## config.mk

```make
export PLATFORM = sky130hd
export DESIGN_NAME = scurve_test_top
export DESIGN_NICKNAME = d
export VERILOG_FILES = /design/src/design/scurve_pkg.sv /design/src/design/scurve_meas_if.sv /design/src/design/inject_pulse_gen.sv /design/src/design/scurve_single_test.sv /design/src/design/scurve_data_fifo.sv /design/src/design/scurve_test_control.sv /design/src/design/scurve_test_top.sv
export VERILOG_INCLUDE_DIRS = /design/src /design/src/design
export SDC_FILE = /design/constraint.sdc
export NUM_CORES = 1
export LEC_CHECK = 0
export ABC_CLOCK_PERIOD_IN_PS = 3000
export BUFFER_PORTS_ARGS = -buffer_cell sky130_fd_sc_hd__buf_2
export CAP_MARGIN = 5
export CORE_MARGIN = 10
export CORE_UTILIZATION = 47
export CTS_CLUSTER_DIAMETER = 50
export DETAILED_ROUTE_END_ITERATION = 12
export PLACE_DENSITY = 0.74
export REMOVE_ABC_BUFFERS = 1
export SLEW_MARGIN = 20
export SYNTH_ARGS = -nofsm -noshare
export SYNTH_HDL_FRONTEND = slang
export SYNTH_HIERARCHICAL = 1
export SYNTH_SLANG_ARGS = --single-unit
```

## constraint.sdc

```tcl
create_clock -name Clk -period 3 [get_ports Clk]
set_input_delay 0.3 -clock Clk [delete_from_list [all_inputs] [get_ports Clk]]
set_output_delay 0.3 -clock Clk [all_outputs]
set_load 0.01 [all_outputs]
```

## src/design/scurve_config.svh

```systemverilog
`ifndef SCURVE_CONFIG_SVH
`define SCURVE_CONFIG_SVH

// Channels on one front-end ASIC
`define SCURVE_CHN_NUM 64

// Result words buffered before the USB FIFO
`define SCURVE_FIFO_DEPTH 16

// Clk cycles per count-mode injection tick
// Kept short so simulation runs quickly
`define SCURVE_TICK_DIV 8

// Flops in every pin synchronizer
`define SCURVE_SYNC_STAGES 2

`endif

```

## src/design/scurve_pkg.sv

```systemverilog
`include "scurve_config.svh"

package scurve_pkg;

    // Channel index
    typedef logic [$clog2(`SCURVE_CHN_NUM)-1:0] chn_t;

    // Threshold DAC code
    typedef logic [9:0] dac_t;

    // Injection and hit counts, also the result word
    typedef logic [15:0] cnt_t;

    // Trigger window length in Clk cycles
    typedef logic [3:0] delay_t;

    // One bit per channel for charge injection
    typedef logic [`SCURVE_CHN_NUM-1:0] chn_mask_t;

    // Three discriminator bits per channel
    // A set bit masks that discriminator
    typedef logic [3*`SCURVE_CHN_NUM-1:0] disc_mask_t;

    // Sweep controller states
    typedef enum logic [2:0] {
        IDLE,
        LOAD,
        WAIT_CFG,
        MEASURE,
        WAIT_MEAS,
        NEXT,
        DRAIN,
        WAIT_HOST
    } sweep_state_t;

endpackage

```

## src/design/scurve_meas_if.sv

```systemverilog
interface scurve_meas_if import scurve_pkg::*; ();

    // Begin one S-curve point
    logic start;
    // Injections or ticks per point, held during a measurement
    cnt_t cpt_max;
    // Hit or edge count of the finished point
    cnt_t result;
    logic result_valid;
    // End of point, same cycle as result_valid
    logic done;

    // Sweep controller side
    modport ctrl (output start, output cpt_max, input done);

    // Single-point measurer side
    modport meas (input start, input cpt_max, output result, output result_valid,
                  output done);

    // Data FIFO write side
    modport sink (input result, input result_valid);

endinterface

```

## src/design/inject_pulse_gen.sv

```systemverilog
`include "scurve_config.svh"

module inject_pulse_gen (
    input  logic Clk,
    input  logic reset_n,
    input  logic trig_effi_mode,
    input  logic ext_pulse,
    output logic inject
);

    localparam int SYNC_N = `SCURVE_SYNC_STAGES;
    localparam int TICK_W = $clog2(`SCURVE_TICK_DIV + 1);
    localparam logic [TICK_W-1:0] TICK_LAST = TICK_W'(`SCURVE_TICK_DIV - 1);

    logic [SYNC_N-1:0] ext_sync;
    logic              ext_prev;
    logic              ext_rise;
    logic [TICK_W-1:0] tick_cnt;
    logic              tick;

    ////////////////////////////////////////////////////////////
    // Trigger mode source
    ////////////////////////////////////////////////////////////

    // External pulse clock into the Clk domain
    always_ff @(posedge Clk or negedge reset_n) begin
        if (!reset_n) begin
            ext_sync <= '0;
            ext_prev <= 1'b0;
        end else begin
            ext_sync <= {ext_sync[SYNC_N-2:0], ext_pulse};
            ext_prev <= ext_sync[SYNC_N-1];
        end
    end

    assign ext_rise = ext_sync[SYNC_N-1] & ~ext_prev;

    ////////////////////////////////////////////////////////////
    // Count mode source
    ////////////////////////////////////////////////////////////

    // Free-running divider, parked at zero in trigger mode
    always_ff @(posedge Clk or negedge reset_n) begin
        if (!reset_n) begin
            tick_cnt <= '0;
        end else if (trig_effi_mode || tick) begin
            tick_cnt <= '0;
        end else begin
            tick_cnt <= tick_cnt + 1'b1;
        end
    end

    assign tick = !trig_effi_mode && (tick_cnt == TICK_LAST);

    // Registered strobe, one Clk wide
    always_ff @(posedge Clk or negedge reset_n) begin
        if (!reset_n) begin
            inject <= 1'b0;
        end else begin
            inject <= trig_effi_mode ? ext_rise : tick;
        end
    end

    // Each injection is a lone strobe in both modes
    assert property (@(posedge Clk) disable iff (!reset_n) inject |=> !inject)
        else $error("inject high for two cycles");

endmodule

```

## src/design/scurve_single_test.sv

```systemverilog
`include "scurve_config.svh"

module scurve_single_test import scurve_pkg::*; (
    input  logic        Clk,
    input  logic        reset_n,
    input  logic        trig_effi_mode,
    input  logic        inject,
    input  logic        trigger0_n,
    input  logic        trigger1_n,
    input  logic        trigger2_n,
    input  delay_t      trigger_delay,
    scurve_meas_if.meas meas
);

    localparam int SYNC_N = `SCURVE_SYNC_STAGES;

    logic [SYNC_N-1:0][2:0] trig_sync;
    logic   trig_any;
    logic   trig_any_d;
    logic   trig_fall;

    logic   busy;
    cnt_t   inj_cnt;
    cnt_t   hit_cnt;
    delay_t win_cnt;
    logic   hit_flag;
    logic   finish;
    logic   done_r;
    cnt_t   result_r;

    ////////////////////////////////////////////////////////////
    // Trigger conditioning
    ////////////////////////////////////////////////////////////

    // Trigger lines idle high
    always_ff @(posedge Clk or negedge reset_n) begin
        if (!reset_n) begin
            trig_sync  <= '1;
            trig_any_d <= 1'b0;
        end else begin
            trig_sync  <= {trig_sync[SYNC_N-2:0], {trigger2_n, trigger1_n, trigger0_n}};
            trig_any_d <= trig_any;
        end
    end

    // Any discriminator fired
    assign trig_any  = ~&trig_sync[SYNC_N-1];
    assign trig_fall = trig_any & ~trig_any_d;

    ////////////////////////////////////////////////////////////
    // Point measurement
    ////////////////////////////////////////////////////////////

    // All injections seen and the last window closed
    assign finish = busy && (inj_cnt == meas.cpt_max) && (win_cnt == '0);

    always_ff @(posedge Clk or negedge reset_n) begin
        if (!reset_n) begin
            busy     <= 1'b0;
            inj_cnt  <= '0;
            hit_cnt  <= '0;
            win_cnt  <= '0;
            hit_flag <= 1'b0;
            done_r   <= 1'b0;
        end else begin
            done_r <= 1'b0;
            if (meas.start) begin
                busy     <= 1'b1;
                inj_cnt  <= '0;
                hit_cnt  <= '0;
                win_cnt  <= '0;
                hit_flag <= 1'b0;
            end else if (finish) begin
                busy   <= 1'b0;
                done_r <= 1'b1;
            end else if (busy) begin
                // Trigger mode takes one hit per open window
                if (trig_effi_mode) begin
                    if (trig_fall && (win_cnt != '0) && !hit_flag) begin
                        hit_cnt  <= hit_cnt + 1'b1;
                        hit_flag <= 1'b1;
                    end
                end else if (trig_fall) begin
                    hit_cnt <= hit_cnt + 1'b1;
                end
                // Late injections past cpt_max are ignored
                if (inject && (inj_cnt != meas.cpt_max)) begin
                    inj_cnt <= inj_cnt + 1'b1;
                    if (trig_effi_mode) begin
                        win_cnt  <= trigger_delay;
                        hit_flag <= 1'b0;
                    end
                end else if (win_cnt != '0) begin
                    win_cnt <= win_cnt - 1'b1;
                end
            end
        end
    end

    // Result word
    always_ff @(posedge Clk) begin
        if (finish) begin
            result_r <= hit_cnt;
        end
    end

    assign meas.result       = result_r;
    assign meas.result_valid = done_r;
    assign meas.done         = done_r;

    // Controller waits for done before the next point
    assert property (@(posedge Clk) disable iff (!reset_n) meas.start |-> !busy)
        else $error("measurement start while busy");

endmodule

```

## src/design/scurve_data_fifo.sv

```systemverilog
`include "scurve_config.svh"

module scurve_data_fifo import scurve_pkg::*; (
    input  logic        Clk,
    input  logic        reset_n,
    scurve_meas_if.sink wr,
    input  logic        rd_en,
    output cnt_t        dout,
    output logic        empty,
    output logic        full
);

    localparam int DEPTH = `SCURVE_FIFO_DEPTH;
    localparam int AW    = $clog2(DEPTH);

    cnt_t          mem [DEPTH];
    logic [AW-1:0] wr_ptr;
    logic [AW-1:0] rd_ptr;
    logic [AW:0]   count;
    logic          wr_fire;
    logic          rd_fire;

    assign wr_fire = wr.result_valid && !full;
    assign rd_fire = rd_en && !empty;

    // Storage
    always_ff @(posedge Clk) begin
        if (wr_fire) begin
            mem[wr_ptr] <= wr.result;
        end
    end

    // Pointers wrap on the power-of-two depth
    always_ff @(posedge Clk or negedge reset_n) begin
        if (!reset_n) begin
            wr_ptr <= '0;
            rd_ptr <= '0;
            count  <= '0;
        end else begin
            if (wr_fire) begin
                wr_ptr <= wr_ptr + 1'b1;
            end
            if (rd_fire) begin
                rd_ptr <= rd_ptr + 1'b1;
            end
            case ({wr_fire, rd_fire})
                2'b10:   count <= count + 1'b1;
                2'b01:   count <= count - 1'b1;
                default: count <= count;
            endcase
        end
    end

    // First word falls through
    assign dout  = mem[rd_ptr];
    assign empty = (count == '0);
    assign full  = (count == (AW+1)'(DEPTH));

    // Sweep controller holds off measurements while full
    assert property (@(posedge Clk) disable iff (!reset_n) wr.result_valid |-> !full)
        else $error("data FIFO write while full");

    // USB drain only pops real words
    assert property (@(posedge Clk) disable iff (!reset_n) rd_en |-> !empty)
        else $error("data FIFO read while empty");

endmodule

```

## src/design/scurve_test_control.sv

```systemverilog
`include "scurve_config.svh"

module scurve_test_control import scurve_pkg::*; (
    input  logic        Clk,
    input  logic        reset_n,
    input  logic        test_start,
    input  logic        trig_effi_mode,
    input  logic        single_chn_mode,
    input  chn_t        single_chn,
    input  logic        ctest_inject,
    input  cnt_t        cpt_max,
    input  cnt_t        counter_max,
    input  dac_t        start_dac,
    input  dac_t        end_dac,
    input  logic        unmask_all,
    input  logic        config_done,
    scurve_meas_if.ctrl meas,
    input  cnt_t        fifo_dout,
    input  logic        fifo_empty,
    input  logic        fifo_full,
    output logic        fifo_rd_en,
    output chn_mask_t   ctest_chn,
    output dac_t        dac_code,
    output disc_mask_t  disc_mask,
    output logic        sc_param_load,
    output logic        force_ext_raz,
    input  logic        usb_fifo_full,
    output logic        usb_fifo_wr_en,
    output cnt_t        usb_fifo_wr_data,
    input  logic        data_transmit_done,
    output logic        test_done
);

    localparam chn_t LAST_CHN = chn_t'(`SCURVE_CHN_NUM - 1);

    sweep_state_t state;
    logic         start_d1;
    logic         start_d2;
    logic         start_pulse;
    chn_t         chn;
    dac_t         dac;

    // Start button edge
    always_ff @(posedge Clk or negedge reset_n) begin
        if (!reset_n) begin
            start_d1 <= 1'b0;
            start_d2 <= 1'b0;
        end else begin
            start_d1 <= test_start;
            start_d2 <= start_d1;
        end
    end

    assign start_pulse = start_d1 & ~start_d2;

    // Injection count in trigger mode, tick count in count mode
    assign meas.cpt_max = trig_effi_mode ? cpt_max : counter_max;

    ////////////////////////////////////////////////////////////
    // Sweep FSM
    ////////////////////////////////////////////////////////////

    always_ff @(posedge Clk or negedge reset_n) begin
        if (!reset_n) begin
            state         <= IDLE;
            chn           <= '0;
            dac           <= '0;
            ctest_chn     <= '0;
            dac_code      <= '0;
            disc_mask     <= '1;
            sc_param_load <= 1'b0;
            force_ext_raz <= 1'b0;
            meas.start    <= 1'b0;
            test_done     <= 1'b0;
        end else begin
            // Strobes default low
            sc_param_load <= 1'b0;
            meas.start    <= 1'b0;
            test_done     <= 1'b0;
            case (state)
                IDLE: begin
                    if (start_pulse) begin
                        chn   <= single_chn_mode ? single_chn : '0;
                        dac   <= start_dac;
                        state <= LOAD;
                    end
                end
                // Slow-control word for this point
                LOAD: begin
                    ctest_chn     <= (single_chn_mode && !ctest_inject) ?
                                     '0 : (chn_mask_t'(1) << chn);
                    dac_code      <= dac;
                    disc_mask     <= unmask_all ?
                                     '0 : ~(disc_mask_t'(3'b111) << (3 * chn));
                    sc_param_load <= 1'b1;
                    force_ext_raz <= 1'b1;
                    state         <= WAIT_CFG;
                end
                WAIT_CFG: begin
                    if (config_done) begin
                        if (!fifo_full) begin
                            meas.start <= 1'b1;
                            state      <= WAIT_MEAS;
                        end else begin
                            state <= MEASURE;
                        end
                    end
                end
                // Held here until the FIFO has room
                MEASURE: begin
                    if (!fifo_full) begin
                        meas.start <= 1'b1;
                        state      <= WAIT_MEAS;
                    end
                end
                WAIT_MEAS: begin
                    if (meas.done) begin
                        state <= NEXT;
                    end
                end
                // DAC inner loop, channel outer loop
                NEXT: begin
                    if (dac < end_dac) begin
                        dac   <= dac + 1'b1;
                        state <= LOAD;
                    end else if (!single_chn_mode && (chn != LAST_CHN)) begin
                        chn   <= chn + 1'b1;
                        dac   <= start_dac;
                        state <= LOAD;
                    end else begin
                        state <= DRAIN;
                    end
                end
                DRAIN: begin
                    if (fifo_empty) begin
                        state <= WAIT_HOST;
                    end
                end
                // Host confirms all words arrived
                WAIT_HOST: begin
                    if (data_transmit_done) begin
                        test_done     <= 1'b1;
                        force_ext_raz <= 1'b0;
                        state         <= IDLE;
                    end
                end
                default: state <= IDLE;
            endcase
        end
    end

    ////////////////////////////////////////////////////////////
    // USB drain
    ////////////////////////////////////////////////////////////

    // Runs alongside the sweep
    assign usb_fifo_wr_en   = !fifo_empty && !usb_fifo_full;
    assign usb_fifo_wr_data = fifo_dout;
    assign fifo_rd_en       = usb_fifo_wr_en;

endmodule

```

## src/design/scurve_test_top.sv

```systemverilog
module scurve_test_top import scurve_pkg::*; (
    input  logic       Clk,
    input  logic       reset_n,
    // Test setup
    input  logic       test_start,
    input  logic       trig_effi_mode,
    input  logic       single_chn_mode,
    input  chn_t       single_chn,
    input  logic       ctest_inject,
    input  cnt_t       cpt_max,
    input  cnt_t       counter_max,
    input  dac_t       start_dac,
    input  dac_t       end_dac,
    input  delay_t     trigger_delay,
    input  logic       unmask_all,
    // ASIC slow control
    input  logic       config_done,
    output chn_mask_t  ctest_chn,
    output dac_t       dac_code,
    output disc_mask_t disc_mask,
    output logic       sc_param_load,
    output logic       force_ext_raz,
    // ASIC pins
    input  logic       ext_pulse,
    input  logic       trigger0_n,
    input  logic       trigger1_n,
    input  logic       trigger2_n,
    // USB FIFO and host
    input  logic       usb_fifo_full,
    output logic       usb_fifo_wr_en,
    output cnt_t       usb_fifo_wr_data,
    input  logic       data_transmit_done,
    output logic       test_done
);

    logic inject;
    logic fifo_rd_en;
    cnt_t fifo_dout;
    logic fifo_empty;
    logic fifo_full;

    scurve_meas_if meas_if ();

    // Injection source
    inject_pulse_gen u_inject (
        .Clk            (Clk),
        .reset_n        (reset_n),
        .trig_effi_mode (trig_effi_mode),
        .ext_pulse      (ext_pulse),
        .inject         (inject)
    );

    // One S-curve point
    scurve_single_test u_single (
        .Clk            (Clk),
        .reset_n        (reset_n),
        .trig_effi_mode (trig_effi_mode),
        .inject         (inject),
        .trigger0_n     (trigger0_n),
        .trigger1_n     (trigger1_n),
        .trigger2_n     (trigger2_n),
        .trigger_delay  (trigger_delay),
        .meas           (meas_if.meas)
    );

    // Result buffer
    scurve_data_fifo u_fifo (
        .Clk     (Clk),
        .reset_n (reset_n),
        .wr      (meas_if.sink),
        .rd_en   (fifo_rd_en),
        .dout    (fifo_dout),
        .empty   (fifo_empty),
        .full    (fifo_full)
    );

    // Sweep and drain
    scurve_test_control u_ctrl (
        .Clk                (Clk),
        .reset_n            (reset_n),
        .test_start         (test_start),
        .trig_effi_mode     (trig_effi_mode),
        .single_chn_mode    (single_chn_mode),
        .single_chn         (single_chn),
        .ctest_inject       (ctest_inject),
        .cpt_max            (cpt_max),
        .counter_max        (counter_max),
        .start_dac          (start_dac),
        .end_dac            (end_dac),
        .unmask_all         (unmask_all),
        .config_done        (config_done),
        .meas               (meas_if.ctrl),
        .fifo_dout          (fifo_dout),
        .fifo_empty         (fifo_empty),
        .fifo_full          (fifo_full),
        .fifo_rd_en         (fifo_rd_en),
        .ctest_chn          (ctest_chn),
        .dac_code           (dac_code),
        .disc_mask          (disc_mask),
        .sc_param_load      (sc_param_load),
        .force_ext_raz      (force_ext_raz),
        .usb_fifo_full      (usb_fifo_full),
        .usb_fifo_wr_en     (usb_fifo_wr_en),
        .usb_fifo_wr_data   (usb_fifo_wr_data),
        .data_transmit_done (data_transmit_done),
        .test_done          (test_done)
    );

endmodule

```

==> After elaboration in Yosys (flattened, before gate mapping) <==
Memories as Yosys holds them, arrays and structs flattened.
Cells that the tools add are included.
{ "word_totals": {"reg_bits": 374, "ramBits": 256, "input_bits": 76, "elab_cells": 180, "memories": 1} }
{ "classes": {"add_sub_neg": 10, "multipliers": 1, "n_lt_le_gt_ge": 1, "n_eq_ne": 26, "n_shift": 2, "mux": 62, "bitwise": 7, "reduce_logical": 41} }
{ "memory_table": {"columns": ["memory", "depth", "word_bits", "read_ports", "rd_ports_with_merged_regs", "wr", "line", "source"], "rows": [
  ["u_fifo.mem", 16, 16, 1, 0, 1, "scurve_data_fifo.sv:16", "cnt_t mem [DEPTH];"]
]} }
{ "ops": {"columns": ["operator", "count"], "rows": [
  ["192-bit 2-to-1 mux", 1],
  ["192-bit inverter", 1],
  ["3-bit by 8-bit << shifter with 192-bit output, first input constant", 1],
  ["16-bit 2-to-1 mux", 11],
  ["64-bit 2-to-1 mux", 1],
  ["1-bit by 6-bit << shifter with 64-bit output, first input constant", 1],
  ["16-bit by 1-bit adder with 16-bit output, second input constant", 2],
  ["10-bit 2-to-1 mux", 3],
  ["4-bit 2-to-1 mux", 7],
  ["3-bit 2-to-1 mux", 9],
  ["6-bit 2-to-1 mux", 4],
  ["3-bit one-hot mux with 8 select lines", 1],
  ["1-bit 2-to-1 mux", 20],
  ["10-bit one-hot mux with 2 select lines", 1],
  ["16-bit equality test", 1],
  ["16-bit != test", 1],
  ["4-bit by 1-bit adder with 4-bit output, second input constant", 3],
  ["3-bit equality test, second input constant", 4],
  ["6-bit one-hot mux with 2 select lines", 1],
  ["4-bit AND reduction", 3],
  ["2-bit nonzero test", 6],
  ["1-bit logical AND", 11],
  ["10-bit by 1-bit adder with 10-bit output, second input constant", 1],
  ["10-bit less-than comparator", 1],
  ["30 further kinds", 55]
]} }

==> Logic depth before layout (Yosys ltp) <==
{ "logic_depth": {"word_depth": 12, "mapped_depth": 13} }

==> Modules after synthesis <==
The synthesis kept the hierarchy.
{ "modules_own_cells": {"columns": ["module", "n_inst", "cells_each", "area_each_um2"], "rows": [
  ["scurve_data_fifo", 1, 555, 10895.4],
  ["scurve_test_control", 1, 936, 8634.5],
  ["scurve_single_test", 1, 273, 3060.4],
  ["inject_pulse_gen", 1, 21, 290.3]
]} }

==> Worst setup path before layout <==
Ideal clock, no wire load.
{ "synth_timing": {"kind": "in2reg", "start": "in trig_effi_mode", "end": "reg u_single.result_r[0] (netlist: u_single/meas.result[0]), enable pin", "setup_time_ns": 0.388, "arrival_time_ns": 3.082, "path_slack_ns": -0.470, "stages": 8, "path_buffers": 2, "path_cell_list": "clkbuf_1 -> clkbuf_1 -> mux2_2 -> xnor2_1 -> nand4_4 -> nor4_4 -> nand2_1 -> nor2_1"} }
{ "synth_between": {"elab_chain_len": 4} }
{ "synth_rtl": {"columns": ["item", "line", "source"], "rows": [
  ["start, declared", "scurve_test_top.sv:6", "input logic trig_effi_mode,"],
  ["16-bit 2-to-1 mux", "scurve_test_control.sv:57", "assign meas.cpt_max = trig_effi_mode ? cpt_max : counter_max;"],
  ["via meas_if.cpt_max[8]", "scurve_meas_if.sv:6", "cnt_t cpt_max;"],
  ["16-bit equality test", "scurve_single_test.sv:55", "assign finish = busy && (inj_cnt == meas.cpt_max) && (win_cnt == '0);"],
  ["1-bit logical AND (2 in series)", "scurve_single_test.sv:55", null],
  ["via u_single.finish", "scurve_single_test.sv:27", "logic finish;"],
  ["end signal, assigned", "scurve_single_test.sv:103", "result_r <= hit_cnt;"],
  ["end, declared", "scurve_single_test.sv:29", "cnt_t result_r;"]
]} }
The timed path passes the listed nets, and every way through them passes these cells.
A chain may end at the register's enable or synchronous reset.

==> Worst setup path after layout <==
{ "layout_timing": {"start": "reg u_fifo.rd_ptr[1]", "end": "out usb_fifo_wr_data[10]"} }
{ "layout_between": {"elab_chain_len": 1} }
{ "layout_rtl": {"columns": ["item", "line", "source"], "rows": [
  ["start, declared", "scurve_data_fifo.sv:18", "logic [AW-1:0] rd_ptr;"],
  ["start signal, assigned", "scurve_data_fifo.sv:44", "rd_ptr <= rd_ptr + 1'b1;"],
  ["memory read 16 x 16 bit", null, null],
  ["end, declared", "scurve_test_top.sv:31", "output cnt_t usb_fifo_wr_data,"]
]} }
Every way passes these cells.

==> run metrics <==
drt pass-1 iters 5; grt total ovfl 0; Setup CP Type register to output pin; die height 241 microns; unrepaired setup endpoints after global routing false; Max Cap Violations 0; Antenna Nets Post-Route 0; top cells by area, synth edfxtp_1 (36%), dfrtp_1 (17%), dfstp_2 (8.0%), buf_4 (5.1%), nand2_1 (3.7%); Slew Limit Fails 0; dpl hpwl 38900 microns; CTS tree built; met1 WL 23600 microns; Final nets 2140; Slew @ Worst Pin 0.901 ns; CP max FO 34; setup slack, reg-to-reg 0.20 ns; worst min path class input port to register; CTS Buffer Depth 3; ys async rst share 45.8%; first-pass GRT wire length 90300 microns; Cell variety after synth 87; drt drc 0; WL per Instance 21.2 microns; H-tree levels 2; ys flop type edfxtp_1; Required @ worst endpoint 2.70 ns; crit share post-route 94.3%; root buffer cell clkbuf_16; Iteration-0 DRC Markers 1413; pin count of the biggest net entering global routing 206; YS warnings 6; synthesis-stage register bit count 502; number of synthesized flops with an enable pin 272; clock slew seen by the registers of the worst setup and hold paths 0.06 ns; via count 15060; cts bufs inserted 53; Slew Limit Headroom 40.0%; outcome finished, final reports clean; core area 0.0479 sq mm; Synth top area share 35.7%; final setup violation count 0; Layout area overhead 15.0%; total power 0.0246 W; Leakage Power 11.3 nW; Post-Syn Area 0.0229 sq mm; Worst setup SP type register; Peak VDD IR 870 uV; fin util 54.9%; Max Used Layer met5; die width 241 microns; Worst EP arrival 2.53 ns; GPL Wtd Cong 0.858; met2 routed WL 27500 microns; num rows 80; register area share after synthesis 61.2%; Ports 362; Yosys top cell by area edfxtp_1; Cell Count, Final, Fillers Out 2695; Peak Freq 0.353 GHz; Fin. Hold Viols 0; top-count cell post-synth edfxtp_1; area of the die 0.0579 sq mm; Via density 5.59; Cells after DPL 2570; number of port buffers 361; Worst-Skew Late Latency 0.62 ns; Critical Path End Type output pin; layout cells sized above 1 33.0%; Total GRT Usage 19.8%; Tmin final 2.83 ns; Syn Inst Count 1785; initial antenna violation count 2; Setup Skew 0.0322 ns; Initial Util 47.7%; TritonCTS Sinks 502; synth cell count leaders edfxtp_1 (272), nand2_1 (226), dfrtp_1 (160); PD cells 933 mW/mm^2; vias in the first global route 15600; WL final 57300 microns; syn_area_per_cell 12.8 sq um; Met3 Routed Length 4610 microns
kinds of logic after synthesis:
kind of cell             count (synthesis)  share of synthesized area [%]
XOR/XNOR                                48                           1.94
flip-flops                             502                           61.2
multiplexers                           124                           7.38
AND/OR/NAND/NOR                        494                           9.87
buffers and inverters                  283                           7.87
AO/OA/AOI/OAI                          304                           10.0
adder cells (fa/ha/maj)                 30                           1.67
what timing repair did:
item,in CTS,in global routing
hold buffers,17,0
pin swaps,0,1
buffers inserted,6,0
endpoints found under the setup margin,2,4
endpoints found under the hold margin,76,0
gates resized for setup,1,0
gates cloned,0,1
path summary, 6_finish.rpt:
check / start / to / cells after the start
worst min register to register: u_single/trig_sync[0] / u_single/trig_sync[3] / 0
max in group asynchronous: reset_n / u_ctrl/disc_mask[14] / 3
worst max register to register: u_fifo/count[0] / u_fifo/count[4] / 12
worst min-delay path: single_chn_mode / u_ctrl/chn[3] / 3
worst max-delay path: u_fifo/rd_ptr[1] / usb_fifo_wr_data[10] / 5
min in group asynchronous: reset_n / u_single/inj_cnt[12] / 2
layout by cell type (no fill, tap or decap), drive strengths merged, types with 15 or more instances in the layout:
cell,instances
nor2,123
mux2i,69
dfrtp,160
a221oi,34
buf,419
nand3,33
clkbuf,74
inv,42
mux2,22
and3,15
a21oi,24
mux4,33
o21ai,103
dlygate4sd3,17
clkinv,17
a22oi,19
xnor2,43
o31ai,62
dfstp,70
ha,29
nand2,227
edfxtp,272
nor3,21
metrics by stage:
stage                     hold WS (ns)  setup TNS, ns  instance area (sq um)  worst slack [ns]
after floorplan                0.00441        -257.69                  21200             -2.51
after global placement           0.335              0                  24300             0.147
after detailed placement         0.344              0                  24300            0.0604
after CTS                       0.0269              0                  26300            0.0144
after global routing            0.0521              0                  26300            0.0244
final                           0.0577              0                  26300             0.170
where the power goes:
group | switching (W) | internal, W | leakage [nW]
Clock | 0.00278 | 0.00370 | 0.839
Combinational | 0.00514 | 0.00337 | 4.73
Sequential | 0.00108 | 0.00848 | 5.75
final cells by class:
cell class	count	area, sq um
diodes	1	2.50
clock buffers	74	1450
clock inverters	26	312
fillers	3856	21600
inverters	40	150
multi-input cells	1001	7110
flip-flops and latches	502	14000
well taps	615	769
repair buffers	436	2510
routing by layer:
layer | vias up | global-route usage [%]
li1 | 6826 | -
met1 | 7512 | 25.8
met2 | 609 | 31.7
met3 | 111 | 5.35
met4 | 2 | 6.23
met5 | - | 0
flip-flops by register name (all words and copies together) (netlist names), 2 cells and up:
| register | cells |
|---|---|
| u_fifo/mem | 256 |
| u_ctrl/ctest_chn | 64 |
| u_ctrl/disc_mask | 64 |
| u_single/hit_cnt | 16 |
| u_single/inj_cnt | 16 |
| u_single/meas.result | 16 |
| u_ctrl/dac | 10 |
| u_ctrl/dac_code | 10 |
| u_ctrl/chn | 6 |
| u_single/trig_sync | 6 |
| u_fifo/count | 5 |
| u_fifo/rd_ptr | 4 |
| u_fifo/wr_ptr | 4 |
| u_inject/tick_cnt | 4 |
| u_single/win_cnt | 4 |
| u_ctrl/state | 3 |
| u_inject/ext_sync | 2 |
worst max-delay path: stages, from the launching register on:
cell and delay (ns):
dfrtp_1 0.45, buf_4 0.51, mux4_2 0.39, a22oi_1 0.22, nand2_1 0.16, buf_2 0.18
Note: power is estimated with default switching activity, not from simulation.
